$ cat src/logic/tlb_cfg.svh
`ifndef TLB_CFG_SVH
`define TLB_CFG_SVH

// number of TLB entries, index width follows from it
`define TLB_ENTRIES 32

// memory access type used while address translation is off
`define TLB_DA_MAT 2'd1

// supported page size codes
`define TLB_PS_4K 6'd12
`define TLB_PS_2M 6'd21

`endif

$ cat src/logic/tlb_pkg.sv
package tlb_pkg;

    // same encoding as the core pipeline
    typedef enum logic [1:0] {
        MEM_LOAD  = 2'd0,
        MEM_STORE = 2'd1,
        MEM_FETCH = 2'd2
    } mem_type_t;

    typedef enum logic [1:0] {
        MODE_DIRECT = 2'b01,
        MODE_MAPPED = 2'b10
    } tr_mode_t;

    typedef enum logic [2:0] {
        INV_ALL          = 3'd0,
        INV_ALL_ALT      = 3'd1,
        INV_GLOBAL       = 3'd2,
        INV_LOCAL        = 3'd3,
        INV_LOCAL_ASID   = 3'd4,
        INV_LOCAL_ASID_VA = 3'd5,
        INV_ASID_VA      = 3'd6
    } invtlb_op_t;

    typedef struct packed {
        logic [19:0] pfn;
        logic [1:0]  mat;
        logic [1:0]  plv;
        logic        d;
        logic        v;
    } tlb_page_t;

    typedef struct packed {
        logic [18:0] vpn2;
        logic [9:0]  asid;
        logic [5:0]  ps;
        logic        e;
        logic        g;
        tlb_page_t   page0;
        tlb_page_t   page1;
    } tlb_entry_t;

    // direct mapping window view of a virtual address
    typedef struct packed {
        logic [2:0]  vseg;
        logic [28:0] rest;
    } va_dmw_t;

    // 4 KB page view of a virtual address
    typedef struct packed {
        logic [18:0] vpn2;
        logic        odd;
        logic [11:0] offset;
    } va_page_t;

    typedef union packed {
        va_dmw_t  dmw;
        va_page_t page;
    } va_view_t;

    typedef struct packed {
        logic      en;
        va_view_t  va;
        logic [9:0] asid;
        logic [1:0] plv;
        mem_type_t mem_type;
    } lookup_req_t;

    typedef struct packed {
        logic ade;
        logic tlbr;
        logic pif;
        logic pil;
        logic pis;
        logic ppi;
        logic pme;
    } exc_flags_t;

    typedef struct packed {
        logic [31:0] paddr;
        logic [1:0]  mat;
        exc_flags_t  exc;
    } lookup_rsp_t;

    typedef struct packed {
        logic       plv0;
        logic       plv3;
        logic [1:0] mat;
        logic [2:0] vseg;
        logic [2:0] pseg;
    } dmw_cfg_t;

    typedef struct packed {
        logic      hit;
        logic [5:0] ps;
        tlb_page_t page;
    } match_t;

    typedef struct packed {
        logic        hit;
        logic [31:0] paddr;
        logic [1:0]  mat;
    } dmw_hit_t;

endpackage

$ cat src/logic/tlb_dmw_map.sv
`timescale 1ns/100ps

module tlb_dmw_map (
    input  tlb_pkg::dmw_cfg_t    dmw0,
    input  tlb_pkg::dmw_cfg_t    dmw1,
    input  tlb_pkg::lookup_req_t s0,
    input  tlb_pkg::lookup_req_t s1,
    output tlb_pkg::dmw_hit_t    d0,
    output tlb_pkg::dmw_hit_t    d1
);

    function automatic tlb_pkg::dmw_hit_t window(tlb_pkg::dmw_cfg_t cfg,
                                                 tlb_pkg::lookup_req_t req);
        tlb_pkg::dmw_hit_t h;
        logic plv_ok;
        plv_ok = (req.plv == 2'd0 && cfg.plv0) || (req.plv == 2'd3 && cfg.plv3);
        h.hit = plv_ok && req.va.dmw.vseg == cfg.vseg;
        // pseg replaces the top three bits
        h.paddr = {cfg.pseg, req.va.dmw.rest};
        h.mat = cfg.mat;
        return h;
    endfunction

    // window 0 first
    function automatic tlb_pkg::dmw_hit_t map(tlb_pkg::dmw_cfg_t cfg0,
                                              tlb_pkg::dmw_cfg_t cfg1,
                                              tlb_pkg::lookup_req_t req);
        tlb_pkg::dmw_hit_t w0;
        tlb_pkg::dmw_hit_t w1;
        w0 = window(cfg0, req);
        w1 = window(cfg1, req);
        return w0.hit ? w0 : w1;
    endfunction

    assign d0 = map(dmw0, dmw1, s0);
    assign d1 = map(dmw0, dmw1, s1);

endmodule

$ cat config.mk
export PLATFORM = sky130hd
export DESIGN_NAME = tlb_dmw_map
export DESIGN_NICKNAME = d
export VERILOG_FILES = /design/src/logic/tlb_cfg.svh /design/src/logic/tlb_pkg.sv /design/src/logic/tlb_dmw_map.sv
export SDC_FILE = /design/constraint.sdc
export NUM_CORES = 1
export LEC_CHECK = 0
export BUFFER_PORTS_ARGS = -buffer_cell sky130_fd_sc_hd__buf_2
export CAP_MARGIN = 30
export CORE_AREA = 4 4 70 72
export DETAILED_ROUTE_END_ITERATION = 10
export DIE_AREA = 0 0 74 76
export PLACE_DENSITY = 0.69
export SYNTH_ARGS = -nofsm -noshare
export SYNTH_HDL_FRONTEND = slang
export SYNTH_SLANG_ARGS = --single-unit
$ cat constraint.sdc
create_clock -name vclk -period 4.5
set_clock_uncertainty 0.05 [all_clocks]
set_input_delay 0.45 -clock vclk [all_inputs]
set_output_delay 0.45 -clock vclk [all_outputs]
set_load 0.03 [all_outputs]
==> metrics <==
Placer Congestion=0.692; Starting Density=18.5%; Tcrit/Tclk final=58.2%; xor and xnor area share after synthesis=13.2%; Sequential Area=0 µm²; layout cells sized above 1=74.4%; Setup Viol. Count Final=0; syn_nets=208; Sw Share=56.0%; vias in the first global route=575; Relative slew margins=65.9%; post-synthesis mux area share=14.2%; largest family of logic cells by synthesized area=buffers and inverters; post-route insts no fill=130; Setup TNS=0 ns; Vert. Die Dim=76 µm; Post-Syn Area per Cell=8.47 µm²; Die X=74 µm; IO buf count=42; Area Overhead vs Synth=-20.1%; Post-Synth Adder-Cell Area=0%; total track usage=6.07%; synth top area cells=buf_4 55%, mux2_2 14%, a2111oi_4 6.9%, xnor2_1 6.6%, xor2_1 6.6%; Synth top area share=54.7%; share of power burned in registers=0%; worst hold path class=input port to output pin; RSZ-0062 raised after global routing=false; Max VDD drop=0.0432 mV; number of DRC markers in iteration 0=12; Rows=24; Worst-Margin Slew=0.511 ns; most common cell in the netlist=buf_4; post-CTS setup buffer count=0; NumNets Final=194; power per cell area=103 nW/µm²; Comb pwr share=100.0%; Int Pwr=0.0000288 W; hold_buf cts=0; vias after detailed routing=513; Wirelength per Cell=14.4 µm; # diodes=0; status=finished, final reports clean; LEAKAGE=0.279 nW; Core Footprint=4290 µm²; Clock power frac=0%; crit-path max FO=6; Layout clock buffers=0; CP Launch Type=input port; Remaining DRCs=0; Simple-Gate Fraction of Synth Area=6.92%; WL final=1870 µm; post-CTS resize count=0; Fmax=0.382 GHz; Pins Over Slew Limit=0; Hold Path End=d0[10]; Crit Path Category=input port to output pin; dpl cells=130; Top-Level Pins=184; Warnings, synthesis=0; CP Data Arrival Time=2.12 ns; Yosys cell types=10; Cell Area, Synth=796 µm²; Synth top cells by count=58 x buf_4, 10 x mux2_2, 6 x xnor2_1, 6 x xor2_1, 4 x nand3_1; cells after synthesis=94; register area share after synthesis=0%; Util after Layout=14.8%; final hold vios=0; endpoint class of the critical path=output pin; first-pass GRT wire length=2710 µm; 1st-pass router iterations=4; Worst EP required=4.00 ns; hold_sp=s0[22]; antenna violations before repair=0; FF+latch count=0; post-layout min period=2.62 ns; sw power=0.0000367 W; Final Total Pwr=0.0000655 W; pin count of the biggest net entering global routing=7; Synth Area in Compound Gates=11.0%; Critical path origin=s0[3]; die area=5620 µm²; Routed Antenna Nets=0; dpl hpwl=1690 µm; GRT overflow=0; Worst Hold Depth=0; max_cap viols=0; cell accounting for the most synthesized area=buf_4; DR vias/cell=3.95
## area by class of cell
cell class | instances | area, µm²
fill | 479 | 3660
multi-input combinational | 36 | 360
timing repair buffer | 42 | 210
tap | 52 | 65.1
## kinds of logic (layout without fill, tap and decap cells)
logic type                Yosys count  in the layout
and+or+nand+nor                     8              8
AOI/OAI and AO/OA                   6              6
buffers and inverters              58             42
xor gates and xnor gates           12             12
muxes                              10             10
## layer usage
layer | vias up | share of wire, % | global-route usage (%)
met3 | 30 | 19 | 2.90
met5 | - | 0 | 0
li1 | 224 | - | -
met1 | 203 | 28 | 5.36
met4 | 0 | 11 | 7.07
met2 | 56 | 42 | 9.04
## critical path, stage by stage
cell and delay (ns):
buf_2 0.12, or3b_4 0.40, a2111oi_4 0.56, mux2_2 0.40, buf_2 0.18
## per-stage QoR
step	hold WS, ns	setup WS, ns	cell area [µm²]
floorplan	0.982	2.21	796
global placement	0.850	1.87	636
detailed placement	0.850	1.86	636
CTS	0.850	1.86	636
global route	0.850	1.81	636
finish	0.850	1.88	636
## power groups by stage
| stage | Combinational, W | Clock [W] | Sequential, W |
|---|---|---|---|
| after floorplan | 0.000135 | 0 | 0 |
| after global placement | 0.0000646 | 0 | 0 |
| after detailed placement | 0.0000660 | 0 | 0 |
| after CTS | 0.0000663 | 0 | 0 |
| after global routing | 0.0000704 | 0 | 0 |
| final | 0.0000655 | 0 | 0 |
## worst max-delay path by stage
stage,endpoint,slack [ns]
6_report,d0[0],1.88
5_1_grt,d1[32],1.81
4_1_cts,d0[0],1.86
3_5_place_dp,d0[0],1.86
3_3_place_gp,d0[0],1.87
2_1_floorplan,d0[0],2.21
## cells in the final DEF, fill, tap and decap left out
cell type	instances
buf_2	42
o21ai_0	2
mux2_2	10
a41o_2	2
xnor2_1	6
or3b_4	2
a2111oi_4	2
nand3_1	4
xor2_1	6
nand2b_1	2
Note: power is estimated with default switching activity, not from simulation.
