### src/logic/tlb_cfg.svh
`ifndef TLB_CFG_SVH
`define TLB_CFG_SVH

// number of TLB entries, index width follows from it
`define TLB_ENTRIES 32

// memory access type used while address translation is off
`define TLB_DA_MAT 2'd1

// supported page size codes
`define TLB_PS_4K 6'd12
`define TLB_PS_2M 6'd21

`endif

### src/logic/tlb_pkg.sv
package tlb_pkg;

    // same encoding as the core pipeline
    typedef enum logic [1:0] {
        MEM_LOAD  = 2'd0,
        MEM_STORE = 2'd1,
        MEM_FETCH = 2'd2
    } mem_type_t;

    typedef enum logic [1:0] {
        MODE_DIRECT = 2'b01,
        MODE_MAPPED = 2'b10
    } tr_mode_t;

    typedef enum logic [2:0] {
        INV_ALL          = 3'd0,
        INV_ALL_ALT      = 3'd1,
        INV_GLOBAL       = 3'd2,
        INV_LOCAL        = 3'd3,
        INV_LOCAL_ASID   = 3'd4,
        INV_LOCAL_ASID_VA = 3'd5,
        INV_ASID_VA      = 3'd6
    } invtlb_op_t;

    typedef struct packed {
        logic [19:0] pfn;
        logic [1:0]  mat;
        logic [1:0]  plv;
        logic        d;
        logic        v;
    } tlb_page_t;

    typedef struct packed {
        logic [18:0] vpn2;
        logic [9:0]  asid;
        logic [5:0]  ps;
        logic        e;
        logic        g;
        tlb_page_t   page0;
        tlb_page_t   page1;
    } tlb_entry_t;

    // direct mapping window view of a virtual address
    typedef struct packed {
        logic [2:0]  vseg;
        logic [28:0] rest;
    } va_dmw_t;

    // 4 KB page view of a virtual address
    typedef struct packed {
        logic [18:0] vpn2;
        logic        odd;
        logic [11:0] offset;
    } va_page_t;

    typedef union packed {
        va_dmw_t  dmw;
        va_page_t page;
    } va_view_t;

    typedef struct packed {
        logic      en;
        va_view_t  va;
        logic [9:0] asid;
        logic [1:0] plv;
        mem_type_t mem_type;
    } lookup_req_t;

    typedef struct packed {
        logic ade;
        logic tlbr;
        logic pif;
        logic pil;
        logic pis;
        logic ppi;
        logic pme;
    } exc_flags_t;

    typedef struct packed {
        logic [31:0] paddr;
        logic [1:0]  mat;
        exc_flags_t  exc;
    } lookup_rsp_t;

    typedef struct packed {
        logic       plv0;
        logic       plv3;
        logic [1:0] mat;
        logic [2:0] vseg;
        logic [2:0] pseg;
    } dmw_cfg_t;

    typedef struct packed {
        logic      hit;
        logic [5:0] ps;
        tlb_page_t page;
    } match_t;

    typedef struct packed {
        logic        hit;
        logic [31:0] paddr;
        logic [1:0]  mat;
    } dmw_hit_t;

endpackage

### src/logic/tlb_result_stage.sv
`timescale 1ns/100ps
`include "tlb_cfg.svh"

module tlb_result_stage (
    input  logic                 clk,
    input  logic                 reset,
    input  tlb_pkg::tr_mode_t    ad_mode,

    input  tlb_pkg::lookup_req_t s0,
    input  tlb_pkg::lookup_req_t s1,
    input  tlb_pkg::match_t      m0,
    input  tlb_pkg::match_t      m1,
    input  tlb_pkg::dmw_hit_t    d0,
    input  tlb_pkg::dmw_hit_t    d1,

    output tlb_pkg::lookup_rsp_t s0_rsp,
    output tlb_pkg::lookup_rsp_t s1_rsp
);

    tlb_pkg::lookup_req_t req_d [2];
    tlb_pkg::match_t      m_d   [2];
    tlb_pkg::dmw_hit_t    d_d   [2];
    tlb_pkg::lookup_rsp_t rsp   [2];

    // first failing check wins, only in mapped mode outside the windows
    function automatic tlb_pkg::exc_flags_t exc_of(tlb_pkg::lookup_req_t req,
                                                   tlb_pkg::match_t m,
                                                   logic dmw_hit, logic mapped);
        tlb_pkg::exc_flags_t exc;
        exc = '0;
        if (mapped && !dmw_hit) begin
            if (req.plv == 2'd3 && req.va.dmw.vseg[2]) begin
                exc.ade = 1'b1;
            end else if (!m.hit) begin
                exc.tlbr = 1'b1;
            end else if (!m.page.v) begin
                exc.pif = req.mem_type == tlb_pkg::MEM_FETCH;
                exc.pil = req.mem_type == tlb_pkg::MEM_LOAD;
                exc.pis = req.mem_type == tlb_pkg::MEM_STORE;
            end else if (req.plv > m.page.plv) begin
                exc.ppi = 1'b1;
            end else if (req.mem_type == tlb_pkg::MEM_STORE && !m.page.d) begin
                exc.pme = 1'b1;
            end
        end
        return exc;
    endfunction

    function automatic tlb_pkg::lookup_rsp_t respond(tlb_pkg::lookup_req_t req,
                                                     tlb_pkg::match_t m,
                                                     tlb_pkg::dmw_hit_t d,
                                                     tlb_pkg::tr_mode_t mode, logic en);
        tlb_pkg::lookup_rsp_t r;
        logic [31:0] va;
        logic mapped;
        va = req.va;
        mapped = mode != tlb_pkg::MODE_DIRECT;
        if (!mapped) begin
            r.paddr = va;
            r.mat = `TLB_DA_MAT;
        end else if (d.hit) begin
            r.paddr = d.paddr;
            r.mat = d.mat;
        end else begin
            if (m.ps == `TLB_PS_4K) begin
                r.paddr = {m.page.pfn, va[11:0]};
            end else begin
                r.paddr = {m.page.pfn[19:9], va[20:0]};
            end
            r.mat = m.page.mat;
        end
        r.exc = en ? exc_of(req, m, d.hit, mapped) : '0;
        return r;
    endfunction

    assign req_d[0] = s0;
    assign req_d[1] = s1;
    assign m_d[0] = m0;
    assign m_d[1] = m1;
    assign d_d[0] = d0;
    assign d_d[1] = d1;

    for (genvar p = 0; p < 2; p++) begin : g_port
        tlb_pkg::lookup_req_t req_q;
        tlb_pkg::match_t      m_q;
        tlb_pkg::dmw_hit_t    d_q;
        tlb_pkg::tr_mode_t    mode_q;
        logic                 en_q;

        always_ff @(posedge clk) begin
            if (reset) begin
                en_q <= 1'b0;
                req_q <= '0;
                m_q <= '0;
                d_q <= '0;
                // mapped with a cleared miss composes an all-zero response
                mode_q <= tlb_pkg::MODE_MAPPED;
            end else begin
                en_q <= req_d[p].en;
                if (req_d[p].en) begin
                    req_q <= req_d[p];
                    m_q <= m_d[p];
                    d_q <= d_d[p];
                    mode_q <= ad_mode;
                end
            end
        end

        assign rsp[p] = respond(req_q, m_q, d_q, mode_q, en_q);

        mode_onehot: assert property (
            @(posedge clk) disable iff (reset)
            $onehot(mode_q)
        ) else $error("port %0d registered mode not one-hot", p);
    end

    assign s0_rsp = rsp[0];
    assign s1_rsp = rsp[1];

endmodule

### config.mk
export PLATFORM = sky130hd
export DESIGN_NAME = tlb_result_stage
export DESIGN_NICKNAME = d
export VERILOG_FILES = /design/src/logic/tlb_pkg.sv /design/src/logic/tlb_result_stage.sv
export VERILOG_INCLUDE_DIRS = /design/src /design/src/logic
export SDC_FILE = /design/constraint.sdc
export NUM_CORES = 1
export LEC_CHECK = 0
export BUFFER_PORTS_ARGS = -buffer_cell sky130_fd_sc_hd__buf_2
export CAP_MARGIN = 25
export CELL_PAD_IN_SITES_DETAIL_PLACEMENT = 1
export CELL_PAD_IN_SITES_GLOBAL_PLACEMENT = 1
export CORE_ASPECT_RATIO = 1.1
export CORE_MARGIN = 3
export CORE_UTILIZATION = 38
export DETAILED_ROUTE_END_ITERATION = 6
export PLACE_DENSITY_LB_ADDON = 0.1
export SETUP_SLACK_MARGIN = 0.3
export SYNTH_ARGS = -nofsm -noshare
export SYNTH_HDL_FRONTEND = slang
export SYNTH_SLANG_ARGS = --single-unit
### constraint.sdc
create_clock -name clk -period 1.9 [get_ports clk]
set_clock_uncertainty 0.15 [all_clocks]
set_input_delay 0.19 -clock clk [delete_from_list [all_inputs] [get_ports clk]]
set_output_delay 0.19 -clock clk [all_outputs]
set_load 0.01 [all_outputs]
==> impl_metrics.csv, run 1 <==
group,metric,value,unit
global_routing,first_global_vias,11387,
floorplanning,die_h,171,um
critical_path,critPathKind,"flip-flop to output pin",
synth,synth_area_leaders,"dfxtp_1 46%, mux2i_1 27%, nor2_1 8.8%, a211oi_1 2.9%, mux2_2 2.9%",
sta,fin_crit,2430,ps
floorplanning,die-area,26500,um^2
pwr,p_leak,7.98,nW
synth,syn_inst,962,
flow_run,maxCapViolations,0,
global_routing,antenna_found_initial,6,
pwr,ir_drop,0.736,mV
clock_tree,cts_made_buffers,23,
placed_design,gp_congestion,0.789,
final_layout,most-common-layout-cells,"258 x buf_2, 249 x dlygate4sd3_1, 245 x mux2i_1",
drt,wirelength,48500,um
run_status,violations,"negative setup slack",
drt,first_pass_iters,4,
critical_path,end_kind,"output pin",
sta,worst_pin_slew,563,ps
floorplanning,die_w,156,um
final_layout,final_cells,1882,
clock_tree,numClockSinks,214,
clock_tree,cts_tree,"built",
run_status,outcome,"complete, but fails checks",
sta,rsz0062_at_grt,"true",
pwr,p_per_area,719,nW/um^2
synth,syn_nets,1200,
sta,final_hold_viol_count,0,
placed_design,dp_slack,-76.1,ps
clock_tree,cts_root_buf,"clkbuf_16",
drt,drtAntennaViolNets,0,
synth,yosysWarnings,0,
drt,via_per_inst,5.42,
synth,yosys_register_bits,214,
final_layout,final_common_cell,"buf_2",
sta,drv_slew,0,
synth,synth_top_area_share,0.458,
placed_design,dp.final_hpwl,20100,um
critical_path,path_max_fanout,5,
global_routing,grtUsageTotal,0.310,
sta,timing.fmax,411,MHz
placed_design,port_buffers,295,
final_layout,drive_gt1_frac,0.373,
sta,setup_ws,-531,ps
critical_path,required,1560,ps
worst_hold_path,hp-class,"input pin to flip-flop",
floorplanning,core,23900,um^2
sta,relSlewSlack,0.625,
global_routing,grt_max_degree,50,
clock_tree,clk_path_buf_depth,3,
global_routing,grt-ovfl-total,0,
sta,finalSetupViolations,81,
clock_tree,htreeDepth,1,
sta,timing.final.crit_share,1.28,
synth,synth_cell_types,28,
placed_design,place_inst,1530,
synth,yosysSeqAreaShare,0.458,
drt,via_count,10209,
final_layout,syn2layout_area_growth,78.7,%
final_layout,n_fill_cell,2511,
critical_path,crit_path_start_kind,"flip-flop",
critical_path,cp_data_arrival_time,2090,ps
drt,wl_per_cell,25.8,um
synth,avgSynthCellArea,9.72,um^2
final_layout,final_nets,1795,
clock_tree,clk_latency,510,ps
floorplanning,initial_core_util,0.391,
synth,synth_area,9360,um^2
floorplanning,num_rows,59,
drt,drt_iter0_drc,441,
global_routing,grt_pass1_wl,64700,um
clock_tree,cts.clk_slew.worst_paths,70,ps
pwr,report.power.total,12.0,mW
floorplanning,pin_count,316,
synth,synth_top_area_cell,"dfxtp_1",
drt,post-route-drc-count,0,
[what timing repair did]
item	4_1_cts	5_1_grt
gates resized for setup	214	104
buffers inserted	30	15
endpoints found under the setup margin	82	118
hold buffers	249	0
gates cloned	10	3
hold endpoints to repair	212	0
pin swaps	47	19
[per-layer routing]
metal	up-vias	routed length, um	share of wire	GRT usage
li1	4519	-	-	-
met1	5025	16300	0.34	0.319
met2	468	26500	0.54	0.615
met3	197	2580	0.053	0.0496
met4	0	3200	0.066	0.130
met5	-	0	0	0
[through the flow]
step                setup TNS, ps  utilization  cell area (um^2)  hold slack, ps
floorplan                       0            -              9580             158
global placement                0        0.485             11600             272
detailed placement           -294        0.485             11600             284
CTS                        -15540        0.672             16100            8.51
global route               -24460        0.699             16700            77.0
finish                     -20860        0.699             16700            81.9
[logic make-up (layout without fill, tap and decap cells)]
kind of cell    count (synthesis)  count (layout)  synth area share
compound gates                 62              62            0.0436
buf+inv                        78             684            0.0381
fa+ha+maj                       4               4           0.00535
flops                         214             214             0.458
other cells                     0               8                 0
simple gates                  326             327             0.154
mux                           278             278             0.301
[report_power, final]
part | switching, mW | internal [mW]
Sequential | 0.260 | 4.76
Combinational | 1.21 | 1.38
Clock | 1.97 | 2.44
Total | 3.44 | 8.58
[registers in the layout, summed over array words and instances, names as in the netlist]
name           flops
g_port.d_q        70
g_port.en_q        2
g_port.m_q        66
g_port.mode_q      4
g_port.req_q      72
[path summary, 6_finish.rpt]
| kind | startpoint | endpoint | slack [ps] | depth (start not counted) |
|---|---|---|---|---|
| setup / recovery | g_port[0].m_q[31] | s0_rsp[26] | -530 | 4 |
| hold reg to reg | g_port[1].d_q[28] | g_port[1].d_q[28] | 350 | 2 |
| hold / removal | s1[46] | g_port[1].en_q | 80 | 2 |
| setup reg to reg | g_port[0].m_q[13] | g_port[0].m_q[13] | 370 | 3 |
[area by class of cell]
class,instances,area (um^2),area share
Clock inverter,3,15.0,0.000898
Tap cell,305,382,0.0228
Timing Repair Buffer,641,5570,0.333
Inverter,6,23.8,0.00142
Antenna cell,8,20.0,0.00120
Clock buffer,34,677,0.0405
Sequential cell,214,4320,0.258
Multi-Input combinational cell,671,5710,0.342
[worst max-delay path, cell delays in order, from the launching register on]
cell and delay [ps]:
dfxtp_4 370, or4b_4 670, nor4_4 240, a211oi_2 140, buf_2 160
[synth_stat cells]
| cell | number |
|---|---|
| mux2i_1 | 254 |
| nor2_1 | 220 |
| dfxtp_1 | 214 |
| buf_2 | 39 |
| a211oi_1 | 36 |
| nand2_1 | 32 |
| mux2_2 | 24 |
| nand2b_1 | 24 |
| o21ai_0 | 24 |
| clkbuf_1 | 22 |
| nor4_1 | 17 |
| nor2b_1 | 14 |
| buf_1 | 8 |
| ha_1 | 4 |
| inv_1 | 4 |
| nand3_1 | 4 |
| nor3_1 | 4 |
| a211o_1 | 2 |
| buf_4 | 2 |
| clkinv_1 | 2 |
| nand4_1 | 2 |
| nor3b_1 | 2 |
| nor4b_2 | 2 |
| nor4bb_1 | 2 |
| buf_6 | 1 |
| nor4_2 | 1 |
| or4b_1 | 1 |
| or4b_4 | 1 |
(Power assumes the default switching activity.)
==> inputs of run 2 (changes only) <==
Settings changed: PLACE_DENSITY set to 0.83, PLACE_DENSITY_LB_ADDON 0.1 to not set.
==> run 2 against run 1 <==
Compared with the run above: the flow finishes with violations (negative hold slack, negative setup slack); setup slack lost 75 ps; critical path depth grew 1; clock-buffer cell count grew 1; sequential power grew 0.8%; wire length grew 19%; highest routed layer unchanged.
==> impl_metrics.csv, run 2 (same netlist as run 1, synthesis figures left out) <==
group,metric,value,unit
sta,final_hold_viol_count,1,
floorplanning,die_h,171,um
clock_tree,cts_made_buffers,24,
run_status,outcome,"complete, but fails checks",
final_layout,largest_reg_flops,72,
critical_path,rrSetupSlack,260,ps
floorplanning,pin_count,316,
sta,worst_pin_slew,617,ps
placed_design,port_buffers,295,
placed_design,dp.final_hpwl,21300,um
drt,drt_iter0_drc,730,
clock_tree,numClockSinks,214,
placed_design,placed_area,11600,um^2
global_routing,busiest_layer,"met2",
pwr,ir_drop,0.764,mV
global_routing,grtUsageTotal,0.354,
critical_path,critPathKind,"flip-flop to output pin",
floorplanning,initial_core_util,0.391,
sta,setup_ws,-606,ps
sta,whs,-1.40,ps
critical_path,cp_data_arrival_time,2170,ps
critical_path,crit_path_start_kind,"flip-flop",
final_layout,syn2layout_area_growth,81.2,%
clock_tree,cts.clk_slew.worst_paths,70,ps
critical_path,path_max_fanout,4,
final_layout,stdcell_area,17000,um^2
final_layout,final_common_cell,"dlygate4sd3_1",
final_layout,final_nets,1806,
final_layout,multi_input_area,5750,um^2
sta,rsz0062_at_grt,"true",
global_routing,grt_max_degree,52,
clock_tree,clk_latency,530,ps
drt,via_count,10864,
critical_path,required,1560,ps
global_routing,grt-ovfl-total,0,
critical_path,critPathMaxStageDelay,610,ps
sta,timing.final.crit_share,1.32,
drt,drtAntennaViolNets,0,
sta,fin_crit,2510,ps
critical_path,end_kind,"output pin",
worst_hold_path,whs_path_depth,3,
critical_path,path_cells,"or4b_4 > buf_12 > nor4_4 > a211oi_2 > buf_2",
final_layout,seqCellArea,4320,um^2
global_routing,first_global_vias,12042,
clock_tree,cts_root_buf,"clkbuf_16",
drt,post-route-drc-count,0,
placed_design,gp_congestion,0.836,
worst_hold_path,hp-class,"input pin to flip-flop",
flow_run,maxCapViolations,0,
final_layout,most-common-layout-cells,"272 x dlygate4sd3_1, 253 x buf_2, 242 x mux2i_1",
floorplanning,die_w,156,um
critical_path,r2r_start,"g_port[1].req_q[17]",
sta,timing.fmax,399,MHz
floorplanning,num_rows,59,
critical_path,crit_slowest_cell,"or4b_4",
global_routing,grt_use_met2,0.666,
drt,first_pass_iters,5,
drt,wl_per_cell,30.5,um
global_routing,met3_usage,0.0668,
clock_tree,clk_path_buf_depth,3,
final_layout,largest-register,"g_port.req_q",
sta,relSlewSlack,0.586,
floorplanning,die-area,26500,um^2
global_routing,grt_util_met1,0.365,
pwr,p_per_area,760,nW/um^2
sta,drv_slew,0,
critical_path,worst_r2r_endpoint,"g_port[1].req_q[17]",
global_routing,grt_pass1_wl,72900,um
pwr,p_leak,7.96,nW
critical_path,r2r_cells,3,
worst_hold_path,min_from,"s0[46]",
global_routing,antenna_found_initial,3,
drt,wirelength,57900,um
sta,finalSetupViolations,82,
drt,via_per_inst,5.73,
clock_tree,cts_tree,"built",
run_status,violations,"negative hold slack, negative setup slack",
final_layout,drive_gt1_frac,0.367,
final_layout,n_fill_cell,2425,
clock_tree,htreeDepth,1,
final_layout,top_regs,"g_port.req_q x72, g_port.d_q x70, g_port.m_q x66",
floorplanning,core,23900,um^2
worst_hold_path,min_to,"g_port[0].mode_q[1]",
[run 2: cell types whose count changed in the layout (fill, tap and decap cells not counted), moves of 4 or more]
cell           change
buf_8              -4
mux2i_4            +6
buf_2              -5
nand2_4           -10
o21ai_1            +4
dlygate4sd3_1     +23
nand2_1            +7
[run 2: repair_timing]
| item | in CTS | in global routing |
|---|---|---|
| hold buffers | 272 | 1 |
| pin swaps | 29 | 26 |
| gates resized for setup | 198 | 121 |
| endpoints found under the hold margin | 212 | 1 |
| setup buffers | 15 | 20 |
| endpoints found under the setup margin | 82 | 97 |
| gates cloned | 10 | 0 |
[run 2: worst max-delay path by stage]
stage,from,end,slack (ps),depth (start not counted)
after global placement,g_port[1].m_q[31],s1_rsp[27],70,5
final,g_port[0].m_q[31],s0_rsp[27],-610,5
after global routing,g_port[0].m_q[31],s0_rsp[27],-640,5
after CTS,g_port[1].m_q[31],s1_rsp[29],-510,5
after detailed placement,g_port[0].m_q[29],s0_rsp[26],-20,4
after floorplan,g_port[1].m_q[31],s1_rsp[24],220,4
[run 2: where the power goes]
part           total (mW)  internal, mW  switching, mW
Combinational        2.81          1.44           1.37
Clock                5.02          2.85           2.18
Sequential           5.06          4.76          0.298
Total                12.9          9.05           3.84
[run 2: critical path, delay by kind of cell, from the launching register on]
kind | cells | cell delay, ps
AO/OA/AOI/OAI | 1 | 140
flip-flops | 1 | 370
buffers and inverters | 2 | 330
AND/OR/NAND/NOR | 2 | 790
[run 2: routing by layer]
layer  vias up  share of wire
met1      5345           0.34
met3       312          0.066
met5         -              0
met2       660           0.51
met4         0          0.084
li1       4547              -
[run 2: metrics by stage]
step | setup slack (ps) | util | instances | setup TNS (ps) | power (mW)
2_1_floorplan | 220 | - | 962 | 0 | 5.91
3_3_place_gp | 66.1 | 0.484 | 1530 | 0 | 6.51
3_5_place_dp | -15.9 | 0.484 | 1530 | -15.9 | 6.58
4_1_cts | -512 | 0.678 | 1870 | -17600 | 12.1
5_1_grt | -640 | 0.709 | 1893 | -29120 | 13.2
6_report | -606 | 0.709 | 1895 | -26040 | 12.9
[run 2: layout make-up]
type | count | area share
clock buffer | 35 | 0.0438
antenna | 5 | 0.000738
tap | 305 | 0.0225
clock inverter | 8 | 0.00428
multi-input combinational | 671 | 0.339
sequential | 214 | 0.255
inverter | 6 | 0.00133
timing repair buffer | 651 | 0.333
